<file path="src/hw/core_macros.svh">
`ifndef CORE_MACROS_SVH
`define CORE_MACROS_SVH

// first fetch address out of reset
`define CORE_RESET_VECTOR 32'h8000_0000

// byte step between consecutive instruction words
`define CORE_PC_INCREMENT 32'd4

// architectural integer registers including x0
`define CORE_NUM_REGS 32

// sequencer phases per instruction
`define CORE_NUM_PHASES 3

// rd is written and the retire trace fires in this phase
`define CORE_WB_PHASE 2'd1

// the edge closing this phase moves pc on by one word
`define CORE_PC_PHASE 2'd2

`endif

</file>
<file path="src/hw/core_pkg.sv">
package core_pkg;

  typedef logic [31:0] word_t;
  typedef logic [4:0]  reg_idx_t;

  // major opcodes the core executes
  typedef enum logic [6:0] {
    OP_IMM = 7'b0010011,  // addi slti xori ori andi slli srli
    OP_REG = 7'b0110011   // add sub sll slt xor srl or and
  } opcode_e;

  // funct3 values shared by the register and immediate forms
  typedef enum logic [2:0] {
    F3_ADD = 3'b000,
    F3_SLL = 3'b001,
    F3_SLT = 3'b010,
    F3_XOR = 3'b100,
    F3_SR  = 3'b101,  // srl/sra picked by funct7[5]
    F3_OR  = 3'b110,
    F3_AND = 3'b111
  } funct3_e;

  typedef enum logic [3:0] {
    ALU_ADD,
    ALU_SUB,
    ALU_AND,
    ALU_OR,
    ALU_XOR,
    ALU_SLT,
    ALU_SLL,
    ALU_SRL
  } alu_op_e;

  // R-type field layout, also valid for the I-type low fields
  typedef struct packed {
    logic [6:0] funct7;
    reg_idx_t   rs2;
    reg_idx_t   rs1;
    logic [2:0] funct3;
    reg_idx_t   rd;
    logic [6:0] opcode;
  } inst_fmt_t;

  typedef struct packed {
    alu_op_e  alu_op;
    logic     src2_is_imm;
    logic     wr_en;
    reg_idx_t rd;
    reg_idx_t rs1;
    reg_idx_t rs2;
    word_t    imm;
  } ctrl_t;

  typedef struct packed {
    logic     valid;
    reg_idx_t rd;
    word_t    data;
  } retire_t;

endpackage

</file>
<file path="src/hw/fetch_sequencer.sv">
`include "core_macros.svh"

module fetch_sequencer import core_pkg::*; (
  input  logic  clk,
  input  logic  rst_n,
  output logic  wb_phase,
  output logic  pc_phase,
  output word_t pc
);

  localparam logic [1:0] last_phase = 2'(`CORE_NUM_PHASES - 1);

  logic [1:0] phase;  // 0 present, 1 write back, 2 pc step

  always_ff @(posedge clk) begin
    if (!rst_n) begin
      phase <= 2'd0;
    end else if (phase == last_phase) begin
      phase <= 2'd0;
    end else begin
      phase <= phase + 2'd1;
    end
  end

  assign wb_phase = (phase == `CORE_WB_PHASE);
  assign pc_phase = (phase == `CORE_PC_PHASE);

  // pc holds for all three phases
  // so the instruction word stays put until the write is done
  always_ff @(posedge clk) begin
    if (!rst_n) begin
      pc <= `CORE_RESET_VECTOR;
    end else if (pc_phase) begin
      pc <= pc + `CORE_PC_INCREMENT;
    end
  end

endmodule

</file>
<file path="src/hw/decode_unit.sv">
module decode_unit import core_pkg::*; (
  input  word_t inst,
  output ctrl_t ctrl
);

  inst_fmt_t fields;
  word_t     imm_i;     // sign extended inst[31:20]
  word_t     shamt;     // zero extended inst[24:20]
  logic      is_reg;
  logic      is_imm;
  logic      is_shift;
  logic      alt;       // funct7[5]
  logic      legal;
  alu_op_e   alu_op;

  assign fields = inst_fmt_t'(inst);

  assign is_reg = (fields.opcode == OP_REG);
  assign is_imm = (fields.opcode == OP_IMM);
  assign alt    = fields.funct7[5];

  assign is_shift = (fields.funct3 == F3_SLL) || (fields.funct3 == F3_SR);

  assign imm_i = {{20{inst[31]}}, inst[31:20]};
  assign shamt = {27'd0, fields.rs2};

  // funct3 picks the operation for both formats
  // funct7[5] only matters for sub and the right shift
  always_comb begin
    alu_op = ALU_ADD;
    legal  = 1'b1;
    case (fields.funct3)
      F3_ADD: begin
        if (is_reg && alt) begin
          alu_op = ALU_SUB;
        end else begin
          alu_op = ALU_ADD;  // addi ignores funct7, those are imm bits
        end
      end
      F3_SLL: begin
        alu_op = ALU_SLL;
      end
      F3_SLT: begin
        alu_op = ALU_SLT;
      end
      F3_XOR: begin
        alu_op = ALU_XOR;
      end
      F3_SR: begin
        alu_op = ALU_SRL;
        legal  = !alt;  // sra/srai not implemented
      end
      F3_OR: begin
        alu_op = ALU_OR;
      end
      F3_AND: begin
        alu_op = ALU_AND;
      end
      default: begin
        legal = 1'b0;  // sltu/sltiu
      end
    endcase
  end

  always_comb begin
    ctrl             = '0;
    ctrl.alu_op      = alu_op;
    ctrl.src2_is_imm = is_imm;
    ctrl.rd          = fields.rd;
    ctrl.rs1         = fields.rs1;
    ctrl.rs2         = fields.rs2;
    ctrl.imm         = is_shift ? shamt : imm_i;
    // anything else turns into a no-op
    ctrl.wr_en       = (is_reg || is_imm) && legal;
  end

endmodule

</file>
<file path="src/hw/reg_file.sv">
`include "core_macros.svh"

module reg_file import core_pkg::*; (
  input  logic     clk,
  input  logic     rst_n,
  input  logic     wb_phase,
  input  reg_idx_t rs1,
  input  reg_idx_t rs2,
  input  reg_idx_t rd,
  input  logic     wr_en,
  input  word_t    wdata,
  output word_t    src1,
  output word_t    src2
);

  word_t regs [`CORE_NUM_REGS];
  logic  wr_fire;

  // one write per instruction, x0 never written
  assign wr_fire = wb_phase && wr_en && (rd != '0);

  always_ff @(posedge clk) begin
    if (!rst_n) begin
      for (int i = 0; i < `CORE_NUM_REGS; i++) begin
        regs[i] <= '0;
      end
    end else if (wr_fire) begin
      regs[rd] <= wdata;
    end
  end

  // combinational read ports
  assign src1 = (rs1 == '0) ? '0 : regs[rs1];
  assign src2 = (rs2 == '0) ? '0 : regs[rs2];

endmodule

</file>
<file path="src/hw/execute_unit.sv">
module execute_unit import core_pkg::*; (
  input  word_t   src1,
  input  word_t   src2,
  input  word_t   imm,
  input  alu_op_e alu_op,
  input  logic    src2_is_imm,
  output word_t   result
);

  word_t      op2;
  logic [4:0] shamt;
  logic       lt_signed;

  // rs2 value or immediate as second operand
  assign op2 = src2_is_imm ? imm : src2;

  assign shamt     = op2[4:0];
  assign lt_signed = ($signed(src1) < $signed(op2));

  always_comb begin
    case (alu_op)
      ALU_ADD: begin
        result = src1 + op2;
      end
      ALU_SUB: begin
        result = src1 - op2;
      end
      ALU_AND: begin
        result = src1 & op2;
      end
      ALU_OR: begin
        result = src1 | op2;
      end
      ALU_XOR: begin
        result = src1 ^ op2;
      end
      ALU_SLT: begin
        result = {31'd0, lt_signed};
      end
      ALU_SLL: begin
        result = src1 << shamt;
      end
      ALU_SRL: begin
        result = src1 >> shamt;  // logical, zero fill
      end
      default: begin
        result = '0;
      end
    endcase
  end

endmodule

</file>
<file path="src/hw/core_top.sv">
module core_top import core_pkg::*; (
  input  logic    clk,
  input  logic    rst_n,
  input  word_t   inst,
  output word_t   pc,
  output retire_t retire
);

  logic  wb_phase;
  ctrl_t ctrl;
  word_t src1;
  word_t src2;
  word_t result;

  fetch_sequencer u_seq (
    .clk      (clk),
    .rst_n    (rst_n),
    .wb_phase (wb_phase),
    .pc_phase (),
    .pc       (pc)
  );

  // inst is read straight off the bus while pc is held
  decode_unit u_dec (
    .inst (inst),
    .ctrl (ctrl)
  );

  reg_file u_rf (
    .clk      (clk),
    .rst_n    (rst_n),
    .wb_phase (wb_phase),
    .rs1      (ctrl.rs1),
    .rs2      (ctrl.rs2),
    .rd       (ctrl.rd),
    .wr_en    (ctrl.wr_en),
    .wdata    (result),
    .src1     (src1),
    .src2     (src2)
  );

  execute_unit u_exe (
    .src1        (src1),
    .src2        (src2),
    .imm         (ctrl.imm),
    .alu_op      (ctrl.alu_op),
    .src2_is_imm (ctrl.src2_is_imm),
    .result      (result)
  );

  // trace mirrors the register write, x0 writes included
  assign retire.valid = wb_phase && ctrl.wr_en;
  assign retire.rd    = ctrl.rd;
  assign retire.data  = result;

endmodule

</file>
<file path="config.mk">
export PLATFORM = sky130hd
export DESIGN_NAME = core_top
export DESIGN_NICKNAME = d
export VERILOG_FILES = /design/src/hw/core_pkg.sv /design/src/hw/fetch_sequencer.sv /design/src/hw/decode_unit.sv /design/src/hw/reg_file.sv /design/src/hw/execute_unit.sv /design/src/hw/core_top.sv
export VERILOG_INCLUDE_DIRS = /design/src /design/src/hw
export SDC_FILE = /design/constraint.sdc
export NUM_CORES = 2
export LEC_CHECK = 0
export BUFFER_PORTS_ARGS = -buffer_cell sky130_fd_sc_hd__buf_2
export CORE_UTILIZATION = 55
export CTS_BUF_LIST = sky130_fd_sc_hd__clkbuf_8
export CTS_CLUSTER_SIZE = 28
export DETAILED_ROUTE_END_ITERATION = 8
export HOLD_SLACK_MARGIN = 0.06
export PLACE_DENSITY = 0.78
export SYNTH_ARGS = -nofsm -noshare
export SYNTH_HDL_FRONTEND = slang
export SYNTH_HIERARCHICAL = 1
export SYNTH_SLANG_ARGS = --single-unit
</file>
<file path="constraint.sdc">
create_clock -name clk -period 22.4 [get_ports clk]
set_input_delay 3.36 -clock clk [delete_from_list [all_inputs] [get_ports clk]]
set_output_delay 3.36 -clock clk [all_outputs]
set_load 0.02 [all_outputs]
</file>
==> parameters.txt <==
Parameter                              Value

CTS
  Post-cts hold buffer count ... 0
  H-tree Lvls ... 4
  TritonCTS clock tree ... done
  CTS clk-pin slew, worst paths ... around 0.06 ns
  Total setup buffers inserted after CTS ... 0
  Later-pin clock latency in the skew report ... between 0.9 and 1 ns
  Cts bufs inserted ... roughly 170
  Bufs on Longest Clock Path ... 3
  Clock sink count ... between 1000 and 1500
  # resized after CTS ... 0
  Cell at the root of the clock tree ... clkbuf_8

Global routing
  Global-route wire length before repair ... about 330000 microns
  Largest net degree at the start of global routing ... 151
  Global-route congestion overflow total ... 0
  Number of global-route vias before repair ... ~47000
  Antenna violations before repair ... 21
  Combined global-route utilization of all metal layers ... around two fifths

Drt
  Initial DRT Pass Iterations ... 7
  Via density per instance ... 7.28
  Wire per inst ... 35.2 microns
  Routed vias ... 48510
  Remaining DRCs ... 0
  Final Routed Wirelength ... about 230000 microns
  Antenna Nets Post-Route ... 0
  Number of design-rule violations left by the first detailed-router iteration ... around 8000

Floorplanning
  Die boundary height ... ~340 microns
  Area of the die ... approximately 0.12 sq mm
  Die width ... 345 microns
  Io pins ... around 100
  Row count ... around 130
  Core ar. ... approximately 0.12 sq mm
  Initial Util ... a little under three fifths

Worst hold path
  Hold/Removal Path Class ... reg -> reg

Power and ir drop
  Maximum VDD drop ... slightly below 0.06 mV
  Power density of the placed cells ... between 70 and 80 mW/mm^2
  Leakage power summed over all cells ... ~26 nW

Logic synthesis
  Gate Count Post-Synth ... 5009
  Synthesized area per cell ... 12.9 sq um
  Sequential share of the synthesized area ... 48.5%
  Proportion of register bits with asynchronous set or reset after synthesis ... 0%
  Distinct cell type count of the synthesized netlist ... 92
  Count of yosys warnings during synthesis ... 6
  Area of the mapped netlist ... between 0.06 and 0.07 sq mm
  Count of flip-flops with a built-in enable after synthesis ... around 1000
  Prevailing post-synth register cell ... edfxtp_1
  Flip-flop and latch count after synthesis ... between 1000 and 1500

Timing
  Sum Neg Setup Slack ... 0 ns
  Hold Fails Final Rpt ... 0
  Unrepaired setup endpoints after global routing ... false
  Worst Max-Slew Pin Slew ... 1.45 ns
  Worst Skew ... a little over 0.07 ns
  Max Freq ... around 0.067 GHz
  Share of the clock period used by the worst path after layout ... 66.8%
  Final setup fails ... 0
  Min Clock Period, post-route ... roughly 15 ns
  Tightest slew margin relative to the limit ... 3.00%
  Number of slew-limit violations in the final report ... 0

Final layout
  Finished Layout Cells ... 6660
  Utilization after layout ... approximately 60%
  Area Overhead vs Synth ... 8.38%
  Net count of the finished layout ... around 5000
  Post-route cell area ... between 0.07 and 0.08 sq mm
  Fill count ... 8797
  Most frequent cells in the layout ... edfxtp_1, and2_1, mux4_2
  Fraction of final layout cells with drive strength greater than 1 ... between 20 and 25%
  Leading cell type in the layout, fill and taps excluded ... edfxtp_1

Setup path
  WP data arrival ... 11.60 ns
  Cells along the critical path ... buf_8 > buf_12 > buf_4 > mux4_2 > a22o_1 > a211oi_1 > nor3_1 > mux2i_4 > buf_4 > inv_2 > ha_1 > inv_1 > fa_1 > nor2b_1 > o21bai_1 > a2bb2oi_2 > a221o_2 > a211oi_1 > or3_4 > o211a_1 > o21ai_0 > a31o_1 > buf_2
  Crit path largest cell delay ... 1.03 ns
  Buffers plus inverters on the worst setup path ... 7
  Critical path launch point type ... input pin
  Cell family contributing the most delay on the critical path ... buffers and inverters
  Nature of the critical path endpoint ... primary output
  CP Class ... in -> out
  Worst reg-to-reg setup slack ... 15.41 ns
  Critical-path top delay cell ... a31o_1
  Maximum fanout count along the critical path ... 89
  Worst EP required ... around 19 ns

Place
  Number of cells after detailed placement ... between 6000 and 7000
  Total cell area at the placement stage ... 0.0668 sq mm
  Buffers on Ports ... between 100 and 150
  Sum of net half-perimeters after detailed placement ... 144000 microns
  Gp weighted congestion ... around 1.0

Flow run
  Max Cap Viol ... 0

Status
  Status ... complete, no violations
-- cell usage after synthesis (all sizes together) (15+ instances only) --
library cell | n | area [sq um]
a21o | 15 | 113
mux2i | 264 | 2680
nor4 | 15 | 100
or3 | 25 | 161
nor2b | 24 | 150
o22ai | 98 | 613
ha | 113 | 1410
a31oi | 18 | 113
nor2 | 167 | 627
nand3 | 41 | 205
or4 | 19 | 143
clkbuf | 318 | 1190
dfxtp | 32 | 641
edfxtp | 1024 | 30700
nor3 | 100 | 512
o211ai | 33 | 248
a221oi | 24 | 210
mux4 | 489 | 11000
xnor2 | 27 | 236
o221ai | 35 | 307
and2 | 1010 | 6320
inv | 106 | 398
o21ai | 123 | 619
a21oi | 133 | 669
a211oi | 55 | 418
o31ai | 23 | 173
nand2 | 143 | 537
nand2b | 31 | 194
mux2 | 32 | 360
buf | 212 | 1320
a2111oi | 32 | 280
a22oi | 25 | 188
a22o | 53 | 464
-- registers in the layout (all words and copies together) (netlist names) --
signal and flops:
u_rf/regs 1024, u_seq/pc 30, u_seq/phase 2
-- final timing paths --
check / startpoint / endpoint / cells after the start
min: u_seq/phase[0] / u_seq/phase[0] / 1
min reg2reg: u_seq/phase[0] / u_seq/phase[0] / 1
max reg2reg: u_rf/regs[30][1] / u_rf/regs[26][26] / 14
max: inst[20] / retire[30] / 23
-- final cells by class --
type	instances	area, sq um	area share (%)
antenna	24	60.1	0.0857
clock inverter	134	852	1.22
timing repair buffer	293	2060	2.94
clock buffer	174	2390	3.42
multi-input combinational	3348	31000	44.3
sequential	1056	31400	44.8
tap	1524	1910	2.72
inverter	107	402	0.573
-- power breakdown --
group          switching, mW  internal [mW]
clock network          0.832          0.806
registers             0.0389           2.23
logic                  0.853          0.393
total                   1.72           3.43
-- cell families after synthesis --
group / count (synthesis) / share of synthesized area [%]
and+or+nand+nor: 1631 / 14.5
other: 3 / 0.0174
DFF: 1056 / 48.5
xor gates and xnor gates: 35 / 0.474
adders and majority gates: 115 / 2.25
AOI/OAI and AO/OA: 747 / 7.93
muxes: 785 / 21.8
buffers and inverters: 637 / 4.51
-- through the flow --
stage               power, mW  setup slack, ns  hold slack, ns
floorplan                3.04            10.48           0.417
global placement         3.48             7.52           0.427
detailed placement       3.49             7.59           0.437
CTS                      5.10             7.59           0.450
global route             5.27             7.14           0.490
finish                   5.15             7.44           0.445
-- per-layer routing --
layer	part of all wire [%]	wire, microns	track usage [%]
met5	0.027	64	0
met3	16	38000	14.1
met1	33	77400	49.5
met2	43	101000	57.1
met4	7.4	17300	25.1
-- worst reg2reg max path: stages (launching register included) --
cell and delay (ns):
edfxtp_1 0.41, mux4_2 0.47, a22o_1 0.28, a211oi_1 0.93, nor3_1 0.32, mux2i_4 0.24
buf_4 0.57, inv_2 0.17, buf_4 0.38, o31ai_1 1.27, a221oi_1 0.20, and3_1 0.28
o211a_1 0.12, nand2_1 0.89, and2_1 0.28
(Power assumes the default switching activity.)
